<file path="config.mk">
export PLATFORM = sky130hd
export DESIGN_NAME = axi_sys_top
export DESIGN_NICKNAME = d
export VERILOG_FILES = /design/src/logic/sys_bus_pkg.sv /design/src/logic/sys_bus_if.sv /design/src/logic/axi_sys_top.sv /design/src/logic/hk_regs.sv /design/src/logic/scratch_regs.sv /design/src/logic/sys_bus_decoder.sv /design/src/logic/axi_sys_bridge.sv
export SDC_FILE = /design/constraint.sdc
export NUM_CORES = 1
export LEC_CHECK = 0
export BUFFER_PORTS_ARGS = -buffer_cell sky130_fd_sc_hd__clkbuf_2
export CORE_MARGIN = 2
export CORE_UTILIZATION = 30
export DETAILED_ROUTE_END_ITERATION = 7
export HOLD_SLACK_MARGIN = 0.15
export SLEW_MARGIN = 20
export SYNTH_ARGS = -nofsm -noshare
export SYNTH_HDL_FRONTEND = slang
export SYNTH_SLANG_ARGS = --single-unit
</file>
<file path="constraint.sdc">
create_clock -name axi_clk_i -period 3.1 [get_ports axi_clk_i]
set_clock_uncertainty 0.2 [all_clocks]
set_input_delay 0.31 -clock axi_clk_i [delete_from_list [all_inputs] [get_ports axi_clk_i]]
set_output_delay 0.31 -clock axi_clk_i [all_outputs]
set_load 0.02 [all_outputs]
</file>
<file path="src/logic/sys_bus_pkg.sv">
//--------------------
// Shared constants for the AXI register island
// Data path is fixed at 32 bits, single beat only
// Region select uses address bits 23:20, other bits are offsets
// Codes other than scratch and HK are unmapped
//--------------------
package sys_bus_pkg;

  // AXI side widths
  localparam int unsigned AXI_AW      = 32;       // Address width
  localparam int unsigned AXI_DW      = 32;       // Data width
  localparam int unsigned AXI_IW      = 8;        // ID width
  localparam int unsigned AXI_LEN_W   = 4;        // AXI3 burst length field
  localparam int unsigned AXI_SIZE_W  = 3;        // Burst size field
  localparam logic [AXI_SIZE_W-1:0] AXI_SIZE_4B = 3'b010;  // Only legal size

  // Bridge and slave timing
  localparam int unsigned ACK_TIMEOUT = 32;       // Cycles until own SLVERR
  localparam int unsigned ACK_CNT_W   = 6;        // Timeout counter width
  localparam int unsigned HK_ACK_DLY  = 4;        // HK strobe to ack

  // Address map
  localparam int unsigned REGION_MSB  = 23;
  localparam int unsigned REGION_LSB  = 20;
  localparam int unsigned REGION_W    = REGION_MSB - REGION_LSB + 1;
  localparam logic [REGION_W-1:0] REGION_SCRATCH = 4'd0;
  localparam logic [REGION_W-1:0] REGION_HK      = 4'd1;

  // Register blocks
  localparam int unsigned SCRATCH_WORDS = 16;
  localparam int unsigned SCRATCH_IDX_W = $clog2(SCRATCH_WORDS);  // Addr bits 5:2
  localparam logic [AXI_DW-1:0] HK_ID_VALUE = 32'hC0DE_0A51;     // Fixed ID word
  localparam int unsigned HK_LED_W      = 8;

  // AXI response codes
  typedef enum logic [1:0] {
    OKAY   = 2'b00,
    SLVERR = 2'b10
  } resp_t;

endpackage
</file>
<file path="src/logic/sys_bus_if.sv">
//--------------------
// Simple system bus, one transfer at a time
// wen and ren are single-cycle pulses, ack is a single-cycle pulse
// addr and wdata held until the transfer ends
//--------------------
`timescale 1ns/1ps

interface sys_bus_if;
  import sys_bus_pkg::*;

  logic [AXI_AW-1:0] addr;   // Byte address
  logic [AXI_DW-1:0] wdata;  // Write word
  logic              wen;    // Write strobe
  logic              ren;    // Read strobe
  logic [AXI_DW-1:0] rdata;  // Valid with ack
  logic              ack;    // Transfer done

  // Bus owner side
  modport m (output addr, wdata, wen, ren, input rdata, ack);

  // Register side
  modport s (input addr, wdata, wen, ren, output rdata, ack);

endinterface

</file>
<file path="src/logic/axi_sys_top.sv">
//--------------------
// Register island top, AXI3 single-beat slave
// Plain AXI ports, LED word on led_o
//--------------------
`timescale 1ns/1ps

module axi_sys_top (
  input  logic                                axi_clk_i,
  input  logic                                axi_rstn_i,
  input  logic [sys_bus_pkg::AXI_IW-1:0]      axi_awid_i,
  input  logic [sys_bus_pkg::AXI_AW-1:0]      axi_awaddr_i,
  input  logic [sys_bus_pkg::AXI_LEN_W-1:0]   axi_awlen_i,
  input  logic [sys_bus_pkg::AXI_SIZE_W-1:0]  axi_awsize_i,
  input  logic                                axi_awvalid_i,
  output logic                                axi_awready_o,
  input  logic [sys_bus_pkg::AXI_DW-1:0]      axi_wdata_i,
  input  logic                                axi_wvalid_i,
  output logic                                axi_wready_o,
  output logic [sys_bus_pkg::AXI_IW-1:0]      axi_bid_o,
  output sys_bus_pkg::resp_t                  axi_bresp_o,
  output logic                                axi_bvalid_o,
  input  logic                                axi_bready_i,
  input  logic [sys_bus_pkg::AXI_IW-1:0]      axi_arid_i,
  input  logic [sys_bus_pkg::AXI_AW-1:0]      axi_araddr_i,
  input  logic [sys_bus_pkg::AXI_LEN_W-1:0]   axi_arlen_i,
  input  logic [sys_bus_pkg::AXI_SIZE_W-1:0]  axi_arsize_i,
  input  logic                                axi_arvalid_i,
  output logic                                axi_arready_o,
  output logic [sys_bus_pkg::AXI_IW-1:0]      axi_rid_o,
  output logic [sys_bus_pkg::AXI_DW-1:0]      axi_rdata_o,
  output sys_bus_pkg::resp_t                  axi_rresp_o,
  output logic                                axi_rlast_o,
  output logic                                axi_rvalid_o,
  input  logic                                axi_rready_i,
  output logic [sys_bus_pkg::HK_LED_W-1:0]    led_o
);

  sys_bus_if bus_bridge ();   // Bridge to decoder
  sys_bus_if bus_scratch ();  // Decoder to scratch bank
  sys_bus_if bus_hk ();       // Decoder to housekeeping

  axi_sys_bridge u_bridge (.*, .bus_o(bus_bridge));

  sys_bus_decoder u_decoder (
    .axi_clk_i  (axi_clk_i),
    .axi_rstn_i (axi_rstn_i),
    .bus_i      (bus_bridge),
    .scratch_o  (bus_scratch),
    .hk_o       (bus_hk)
  );

  scratch_regs u_scratch (
    .axi_clk_i  (axi_clk_i),
    .axi_rstn_i (axi_rstn_i),
    .bus_i      (bus_scratch)
  );

  hk_regs u_hk (
    .axi_clk_i  (axi_clk_i),
    .axi_rstn_i (axi_rstn_i),
    .bus_i      (bus_hk),
    .led_o      (led_o)
  );

endmodule

</file>
<file path="src/logic/hk_regs.sv">
//--------------------
// Housekeeping registers
// Word 0 is a read-only ID, word 1 holds the LEDs
// Ack HK_ACK_DLY cycles after a strobe, needs HK_ACK_DLY of 2 or more
//--------------------
`timescale 1ns/1ps

module hk_regs (
  input  logic                              axi_clk_i,
  input  logic                              axi_rstn_i,
  sys_bus_if.s                              bus_i,
  output logic [sys_bus_pkg::HK_LED_W-1:0]  led_o
);
  import sys_bus_pkg::*;

  logic [REGION_LSB-3:0] word;     // Word offset in region
  logic [HK_LED_W-1:0]   led_q;
  logic [AXI_DW-1:0]     rd_word;
  logic [AXI_DW-1:0]     rdata_q;  // Captured at strobe
  logic [HK_ACK_DLY-1:0] dly_q;    // Ack delay line

  assign word = bus_i.addr[REGION_LSB-1:2];

  always_comb begin
    if (word == '0) begin
      rd_word = HK_ID_VALUE;
    end else if (word == 1) begin
      rd_word = {{(AXI_DW-HK_LED_W){1'b0}}, led_q};
    end else begin
      rd_word = '0;  // Unused offsets
    end
  end

  always_ff @(posedge axi_clk_i) begin
    if (!axi_rstn_i) begin
      led_q <= '0;
      dly_q <= '0;
    end else begin
      if (bus_i.wen && (word == 1)) begin
        led_q <= bus_i.wdata[HK_LED_W-1:0];  // ID writes dropped
      end
      dly_q <= {dly_q[HK_ACK_DLY-2:0], bus_i.wen || bus_i.ren};
    end
  end

  always_ff @(posedge axi_clk_i) begin
    if (bus_i.ren) begin
      rdata_q <= rd_word;
    end
  end

  assign bus_i.rdata = rdata_q;
  assign bus_i.ack   = dly_q[HK_ACK_DLY-1];
  assign led_o       = led_q;

endmodule

</file>
<file path="src/logic/scratch_regs.sv">
//--------------------
// Scratch register bank, SCRATCH_WORDS words
// Word select from addr bits 5:2, upper offset bits ignored
// Ack one cycle after a strobe
//--------------------
`timescale 1ns/1ps

module scratch_regs (
  input  logic  axi_clk_i,
  input  logic  axi_rstn_i,
  sys_bus_if.s  bus_i
);
  import sys_bus_pkg::*;

  logic [AXI_DW-1:0]        mem [SCRATCH_WORDS];
  logic [SCRATCH_IDX_W-1:0] idx;
  logic [AXI_DW-1:0]        rdata_q;  // Read word, valid with ack
  logic                     ack_q;

  assign idx = bus_i.addr[SCRATCH_IDX_W+1:2];  // Word offset

  //--------------------
  // Storage, cleared on reset
  always_ff @(posedge axi_clk_i) begin
    if (!axi_rstn_i) begin
      for (int i = 0; i < SCRATCH_WORDS; i++) begin
        mem[i] <= '0;
      end
    end else if (bus_i.wen) begin
      mem[idx] <= bus_i.wdata;  // Full word write
    end
  end

  // Read data register
  always_ff @(posedge axi_clk_i) begin
    if (bus_i.ren) begin
      rdata_q <= mem[idx];
    end
  end

  // One-cycle ack for either strobe
  always_ff @(posedge axi_clk_i) begin
    if (!axi_rstn_i) begin
      ack_q <= 1'b0;
    end else begin
      ack_q <= bus_i.wen || bus_i.ren;
    end
  end

  assign bus_i.rdata = rdata_q;
  assign bus_i.ack   = ack_q;

endmodule

</file>
<file path="src/logic/sys_bus_decoder.sv">
//--------------------
// Address decoder for the system bus
// Purely combinational, region from addr bits 23:20
// Unmapped regions read 0 and never ack, the bridge times out
//--------------------
`timescale 1ns/1ps

module sys_bus_decoder (
  input  logic  axi_clk_i,
  input  logic  axi_rstn_i,
  sys_bus_if.s  bus_i,      // From bridge
  sys_bus_if.m  scratch_o,  // Scratch bank
  sys_bus_if.m  hk_o        // Housekeeping
);
  import sys_bus_pkg::*;

  logic [REGION_W-1:0] region;
  logic                sel_scr;
  logic                sel_hk;

  assign region  = bus_i.addr[REGION_MSB:REGION_LSB];
  assign sel_scr = (region == REGION_SCRATCH);
  assign sel_hk  = (region == REGION_HK);

  //--------------------
  // Downstream, selected region only
  assign scratch_o.addr  = sel_scr ? bus_i.addr  : '0;
  assign scratch_o.wdata = sel_scr ? bus_i.wdata : '0;
  assign scratch_o.wen   = sel_scr && bus_i.wen;
  assign scratch_o.ren   = sel_scr && bus_i.ren;

  assign hk_o.addr  = sel_hk ? bus_i.addr  : '0;
  assign hk_o.wdata = sel_hk ? bus_i.wdata : '0;
  assign hk_o.wen   = sel_hk && bus_i.wen;
  assign hk_o.ren   = sel_hk && bus_i.ren;

  //--------------------
  // Upstream mux
  always_comb begin
    if (sel_scr) begin
      bus_i.rdata = scratch_o.rdata;
      bus_i.ack   = scratch_o.ack;
    end else if (sel_hk) begin
      bus_i.rdata = hk_o.rdata;
      bus_i.ack   = hk_o.ack;
    end else begin
      bus_i.rdata = '0;    // Unmapped
      bus_i.ack   = 1'b0;  // Left to bridge timeout
    end
  end

  // An ack from a region only ever answers a strobe sent to it
  a_ack_scr_sel : assert property (@(posedge axi_clk_i) disable iff (!axi_rstn_i)
    scratch_o.ack |-> sel_scr);
  a_ack_hk_sel : assert property (@(posedge axi_clk_i) disable iff (!axi_rstn_i)
    hk_o.ack |-> sel_hk);

endmodule

</file>
<file path="src/logic/axi_sys_bridge.sv">
//--------------------
// AXI3 slave to system bus bridge, one transfer in flight
// Write wins over read when both arrive in the same cycle
// Burst or non 4-byte size gives SLVERR with no bus access
// No ack within ACK_TIMEOUT cycles gives SLVERR
// W beat of a failed write must arrive before bready, else it is left over
// Write strobes ignored, every write replaces the full word
//--------------------
`timescale 1ns/1ps

module axi_sys_bridge (
  input  logic                                axi_clk_i,
  input  logic                                axi_rstn_i,
  // Write address
  input  logic [sys_bus_pkg::AXI_IW-1:0]      axi_awid_i,
  input  logic [sys_bus_pkg::AXI_AW-1:0]      axi_awaddr_i,
  input  logic [sys_bus_pkg::AXI_LEN_W-1:0]   axi_awlen_i,
  input  logic [sys_bus_pkg::AXI_SIZE_W-1:0]  axi_awsize_i,
  input  logic                                axi_awvalid_i,
  output logic                                axi_awready_o,
  // Write data
  input  logic [sys_bus_pkg::AXI_DW-1:0]      axi_wdata_i,
  input  logic                                axi_wvalid_i,
  output logic                                axi_wready_o,
  // Write response
  output logic [sys_bus_pkg::AXI_IW-1:0]      axi_bid_o,
  output sys_bus_pkg::resp_t                  axi_bresp_o,
  output logic                                axi_bvalid_o,
  input  logic                                axi_bready_i,
  // Read address
  input  logic [sys_bus_pkg::AXI_IW-1:0]      axi_arid_i,
  input  logic [sys_bus_pkg::AXI_AW-1:0]      axi_araddr_i,
  input  logic [sys_bus_pkg::AXI_LEN_W-1:0]   axi_arlen_i,
  input  logic [sys_bus_pkg::AXI_SIZE_W-1:0]  axi_arsize_i,
  input  logic                                axi_arvalid_i,
  output logic                                axi_arready_o,
  // Read data
  output logic [sys_bus_pkg::AXI_IW-1:0]      axi_rid_o,
  output logic [sys_bus_pkg::AXI_DW-1:0]      axi_rdata_o,
  output sys_bus_pkg::resp_t                  axi_rresp_o,
  output logic                                axi_rlast_o,
  output logic                                axi_rvalid_o,
  input  logic                                axi_rready_i,
  // System bus
  sys_bus_if.m                                bus_o
);
  import sys_bus_pkg::*;

  logic                 rdy_q;    // Low in first cycle after reset
  logic                 wr_do;    // Write busy until B handshake
  logic                 rd_do;    // Read busy until R handshake
  logic                 wait_q;   // Waiting for ack, error or timeout
  logic                 wdat_q;   // W beat taken
  logic                 err_q;    // Latched len/size error
  logic [AXI_IW-1:0]    id_q;     // Shared by B and R
  logic [AXI_AW-1:0]    addr_q;
  logic [AXI_DW-1:0]    wdata_q;
  logic [ACK_CNT_W-1:0] ack_cnt;  // Timeout counter, 0 when idle
  logic                 aw_hs;
  logic                 ar_hs;
  logic                 w_hs;
  logic                 aw_err;
  logic                 ar_err;
  logic                 tmo;
  logic                 done;     // Ends the bus phase
  logic                 slverr;

  //--------------------
  // Handshakes and checks
  assign axi_awready_o = rdy_q && !wr_do && !rd_do;
  assign axi_arready_o = rdy_q && !wr_do && !rd_do && !axi_awvalid_i;  // Write wins
  assign axi_wready_o  = wr_do && !wdat_q;  // One beat per write

  assign aw_hs = axi_awvalid_i && axi_awready_o;
  assign ar_hs = axi_arvalid_i && axi_arready_o;
  assign w_hs  = axi_wvalid_i && axi_wready_o;

  assign aw_err = (axi_awlen_i != '0) || (axi_awsize_i != AXI_SIZE_4B);
  assign ar_err = (axi_arlen_i != '0) || (axi_arsize_i != AXI_SIZE_4B);

  assign tmo    = (ack_cnt == ACK_CNT_W'(ACK_TIMEOUT));
  assign done   = wait_q && (bus_o.ack || tmo || err_q);
  // Error or timeout, bus ack never comes with a latched error
  assign slverr = err_q || !bus_o.ack;

  //--------------------
  // Busy state and strobes
  always_ff @(posedge axi_clk_i) begin
    if (!axi_rstn_i) begin
      rdy_q     <= 1'b0;
      wr_do     <= 1'b0;
      rd_do     <= 1'b0;
      wait_q    <= 1'b0;
      wdat_q    <= 1'b0;
      err_q     <= 1'b0;
      bus_o.wen <= 1'b0;
      bus_o.ren <= 1'b0;
    end else begin
      rdy_q <= 1'b1;
      if (aw_hs) begin
        wr_do <= 1'b1;
      end else if (axi_bvalid_o && axi_bready_i) begin
        wr_do <= 1'b0;  // Idle in the B handshake cycle
      end
      if (ar_hs) begin
        rd_do <= 1'b1;
      end else if (axi_rvalid_o && axi_rready_i) begin
        rd_do <= 1'b0;
      end
      if (aw_hs || ar_hs) begin
        wait_q <= 1'b1;
      end else if (done) begin
        wait_q <= 1'b0;
      end
      if (aw_hs) begin
        wdat_q <= 1'b0;
      end else if (w_hs) begin
        wdat_q <= 1'b1;
      end
      if (aw_hs) begin
        err_q <= aw_err;
      end else if (ar_hs) begin
        err_q <= ar_err;
      end
      // No strobe after error or timeout
      bus_o.wen <= w_hs && wait_q && !err_q;
      bus_o.ren <= ar_hs && !ar_err;
    end
  end

  // Payload latches
  always_ff @(posedge axi_clk_i) begin
    if (aw_hs) begin
      id_q   <= axi_awid_i;
      addr_q <= axi_awaddr_i;
    end else if (ar_hs) begin
      id_q   <= axi_arid_i;
      addr_q <= axi_araddr_i;
    end
    if (w_hs) begin
      wdata_q <= axi_wdata_i;
    end
  end

  assign bus_o.addr  = addr_q;
  assign bus_o.wdata = wdata_q;

  //--------------------
  // Ack timeout
  always_ff @(posedge axi_clk_i) begin
    if (!axi_rstn_i) begin
      ack_cnt <= '0;
    end else if (aw_hs || ar_hs) begin
      ack_cnt <= ACK_CNT_W'(1);  // Counts from acceptance
    end else if (done) begin
      ack_cnt <= '0;
    end else if (ack_cnt != '0) begin
      ack_cnt <= ack_cnt + 1'b1;
    end
  end

  //--------------------
  // Responses, held under back-pressure
  always_ff @(posedge axi_clk_i) begin
    if (!axi_rstn_i) begin
      axi_bvalid_o <= 1'b0;
      axi_bresp_o  <= OKAY;
      axi_rvalid_o <= 1'b0;
      axi_rresp_o  <= OKAY;
    end else begin
      if (done && wr_do) begin
        axi_bvalid_o <= 1'b1;
        axi_bresp_o  <= slverr ? SLVERR : OKAY;
      end else if (axi_bready_i) begin
        axi_bvalid_o <= 1'b0;
      end
      if (done && rd_do) begin
        axi_rvalid_o <= 1'b1;
        axi_rresp_o  <= slverr ? SLVERR : OKAY;
      end else if (axi_rready_i) begin
        axi_rvalid_o <= 1'b0;
      end
    end
  end

  always_ff @(posedge axi_clk_i) begin
    if (done && rd_do) begin
      axi_rdata_o <= slverr ? '0 : bus_o.rdata;  // Zero on any SLVERR
    end
  end

  assign axi_bid_o   = id_q;  // Frozen while busy
  assign axi_rid_o   = id_q;
  assign axi_rlast_o = axi_rvalid_o;  // Single beat

  // Strobes are exclusive and never overlap a pending response
  a_strobe_excl : assert property (@(posedge axi_clk_i) disable iff (!axi_rstn_i)
    !(bus_o.wen && bus_o.ren));
  a_no_strobe_pend : assert property (@(posedge axi_clk_i) disable iff (!axi_rstn_i)
    (axi_bvalid_o || axi_rvalid_o) |-> !(bus_o.wen || bus_o.ren));

endmodule

</file>
==> impl_results.md <==
- Cell Pwr Density: around 570 nW/um2
- Measured slew at the worst slew-check pin: 712 ps
- DIE AREA: between 90000 and 100000 um2
- Worst setup path category: input pin to register
- Seq/Total Area, Yosys: between 70% and 80%
- CTS tree: yes
- Antenna-violating nets left: 0
- GR Util All Layers: between 10% and 20%
- Worst Hold Class: input pin to register
- CP peak stage delay: approximately 600 ps
- CP cell instances: dlygate4sd3_1 -> clkbuf_2 -> nor4b_2 -> dlygate4sd3_1 -> a21oi_1 -> dlygate4sd3_1 -> o31a_1 -> dlygate4sd3_1
- Area Overhead vs Synth: 21.2%
- DR vias/cell: slightly above 5
- I/O Buffers: between 150 and 200
- Rows: between 100 and 150
- Final nets: about 2600
- DRC Markers: 0
- Slew HR: 52.5%
- Register area: approximately 20000 um2
- Clock Tree Buf Depth: 3
- Starting density of the core: between 30% and 40%
- Setup Slack @ Placement: roughly 170 ps
- CP most frequent cell: dlygate4sd3_1
- Layout fillers: a little under 9000
- CP Data Arrival Time: around 3300 ps
- Max H-tree Level: 3
- Post-synth top area cell: edfxtp_1
- Unrepaired setup endpoints after global routing: no
- Synth Cell Area: between 20000 and 30000 um2
- Sequential fraction of design power: roughly 53%
- Share of layout cells above drive strength 1: between 10% and 20%
- Post-DR wirelength/cell: around 23 um
- Post-synth ARST share: 0%
- Crit. Startpoint: axi_awlen_i[2]
- IO Pins: around 200
- Slew Viols, Final: 0
- FMAX: between 300 and 400 MHz
- CTS clk-pin slew, worst paths: around 60 ps
- Critical path peak fanout: 1
- Largest net degree at the start of global routing: 47
- Worst path buffer plus inverter count: 5
- CP Depth: 8
- Antenna violations before repair: 4
- Gp weighted congestion: about 0.8
- First-pass GRT wire length: about 120000 um
- Clock sink total: roughly 680
- Worst setup EP type: register
- Setup TNS: 0 ps
- Status: complete, no violations
- DIE WIDTH: approximately 310 um
- Comb pwr share: around 6.0%
- Worst VDD drop: approximately 0.00036 V
- WL final: about 84000 um
- Synth top area cells: edfxtp_1 (69%), nor2_1 (5.9%), and2_1 (2.7%)
- Primary FF master, synth: edfxtp_1
- Syn_area_per_cell: 13.1 um2
- Crit Reg-Reg Startpoint: u_bridge.bus_o.addr[23]
- PnR worst setup slack: 59.3 ps
- Number of flops mapped to enable cells by yosys: approximately 650
- Cell family with most CP delay: buffers and inverters
- Flops & latches, synth: 678
- Initial DRC Count: ~2200
- R2R cell count: 7
- Crit path time final: approximately 3000 ps
- Critical Path Sink: u_bridge.err_q
- Worst Setup Start Kind: input pin
- Die Ht: between 300 and 400 um
- Worst R2R End: u_scratch.bus_i.rdata[28]
- Slowest CP cell: dlygate4sd3_1
- GR Overflow Total: 0
- Final Hold Fails: 0
- Post-Synthesis Cells: 2159
- Worst skew pair latency: a little over 600 ps
- Internal Power: 0.0152 W
- Detailed placement HPWL: ~52000 um
- Number of setup violations in the final report: 0
- Clock share of power: between 40% and 50%
- Post-CTS Setup Inserts: 0
- Initial DRT Pass Iterations: 6
- CP required: 3390 ps
- CTS buffer count: between 60 and 70
- Synth cell types: 60
- Ys Warns: 0
- Final worst path period share: between 90% and 100%
- CTS root buffer: clkbuf_16
- CORE AREA: 93300 um2
- Vias in the first global route: 19473
- Net switching power: 0.00429 W
- Routed via count: 19199
- Max_cap viols: 0
- Leakage power: about 12 nW
- Sw Ratio: between 20% and 30%
- R2R Setup Slk: 100 ps
- Post-synth top area share: between 60% and 70%
- Multi-input logic area: between 7000 and 8000 um2
==> power by group through the flow <==
stage	combinational (W)	clock, W	sequential (W)
after floorplan	0.000583	0	0.0106
after global placement	0.00102	0	0.0106
after detailed placement	0.00103	0	0.0106
after CTS	0.00115	0.00807	0.0104
after global routing	0.00124	0.00841	0.0104
final	0.00116	0.00794	0.0104
==> how the worst min path moves through the flow <==
stage	end	depth (start not counted)	from
floorplan	u_bridge.rdy_q	0	axi_rstn_i
global placement	u_hk.dly_q[1]	1	u_hk.dly_q[0]
detailed placement	u_hk.dly_q[2]	1	u_hk.dly_q[1]
CTS	u_bridge.bus_o.wdata[11]	2	axi_wvalid_i
global route	u_bridge.bus_o.wdata[11]	2	axi_wvalid_i
finish	u_bridge.bus_o.wdata[11]	2	axi_wvalid_i
==> cell families after synthesis <==
| kind of cell | Yosys count | share of synthesized area (%) |
|---|---|---|
| muxes | 73 | 2.82 |
| xor gates and xnor gates | 5 | 0.155 |
| AOI/OAI and AO/OA | 396 | 10.3 |
| other | 1 | 0.0133 |
| DFF | 678 | 71.0 |
| adders and majority gates | 2 | 0.0886 |
| buffers and inverters | 196 | 2.98 |
| and+or+nand+nor | 808 | 12.7 |
==> flip-flops by register name (all words and copies together), names as in the netlist, 4 cells and up <==
name and cells:
u_scratch.mem 512, u_bridge.axi_rdata_o 32, u_bridge.bus_o.wdata 32, u_scratch.bus_i.rdata 32, u_bridge.bus_o.addr 22, u_hk.bus_i.rdata 9, u_bridge.axi_bid_o 8, u_hk.led_o 8
u_bridge.ack_cnt 6, u_hk.dly_q 4
==> per-stage QoR <==
step / util [%] / area (um2) / total power (W) / hold slack (ps) / cells
2_1_floorplan: - / 28200 / 0.0112 / 138 / 2160
3_5_place_dp: 33.2 / 31000 / 0.0116 / 228 / 3512
3_3_place_gp: 33.2 / 31000 / 0.0116 / 217 / 3512
6_report: 36.7 / 34200 / 0.0195 / 145 / 3744
4_1_cts: 36.7 / 34200 / 0.0196 / 159 / 3742
5_1_grt: 36.7 / 34200 / 0.0201 / 173 / 3743
==> layout by cell type (no fill, tap or decap), types with 49 or more instances in the layout <==
cell             n
clkbuf_16       71
a21oi_1        116
nand2_1        152
edfxtp_1       647
nor2_1         445
clkbuf_2       176
dlygate4sd3_1  107
a221oi_1        49
a22oi_1         94
buf_4           95
mux2_2          52
and2_1         118
==> cell usage after synthesis, types with 12 or more instances <==
library cell and count:
buf_2 45, a221o_1 23, dfxtp_1 31, nor2_1 447, clkbuf_1 125, mux2i_1 21, o32ai_1 12, nand2_1 152
nand3_1 30, and2_1 123, edfxtp_1 647, a22oi_1 94, a221oi_1 49, mux2_2 52, a21oi_1 116, a31o_2 12
o21a_1 20, buf_4 13
==> worst register-to-register path, cell delays in order, from the launching register on <==
cell and delay (ps):
edfxtp_1 450, nor4_4 360, buf_12 230, and2_4 400
buf_12 270, a221o_1 180, a211oi_1 60, o32ai_1 570
==> timing repair <==
item,in CTS,in global routing
hold buffers,107,0
resized for setup,0,1
setup endpoints to repair,0,1
hold endpoints to repair,91,0
==> cell type report <==
class	count	share of cell area (%)
Clock buffer	84	5.36
Multi-Input combinational cell	1286	21.6
Antenna cell	2	0.0146
Tap cell	1254	4.58
Sequential cell	678	58.6
Clock inverter	39	0.841
Inverter	3	0.0329
Timing Repair Buffer	398	8.96
==> per-layer routing <==
| layer | wire [um] | vias to the layer above | track usage, % |
|---|---|---|---|
| met1 | 33500 | 9546 | 21.7 |
| met2 | 41200 | 994 | 29.1 |
| li1 | - | 8490 | - |
| met4 | 3040 | 2 | 7.11 |
| met5 | 13 | - | 0 |
| met3 | 6670 | 167 | 2.71 |
(Power assumes the default switching activity.)
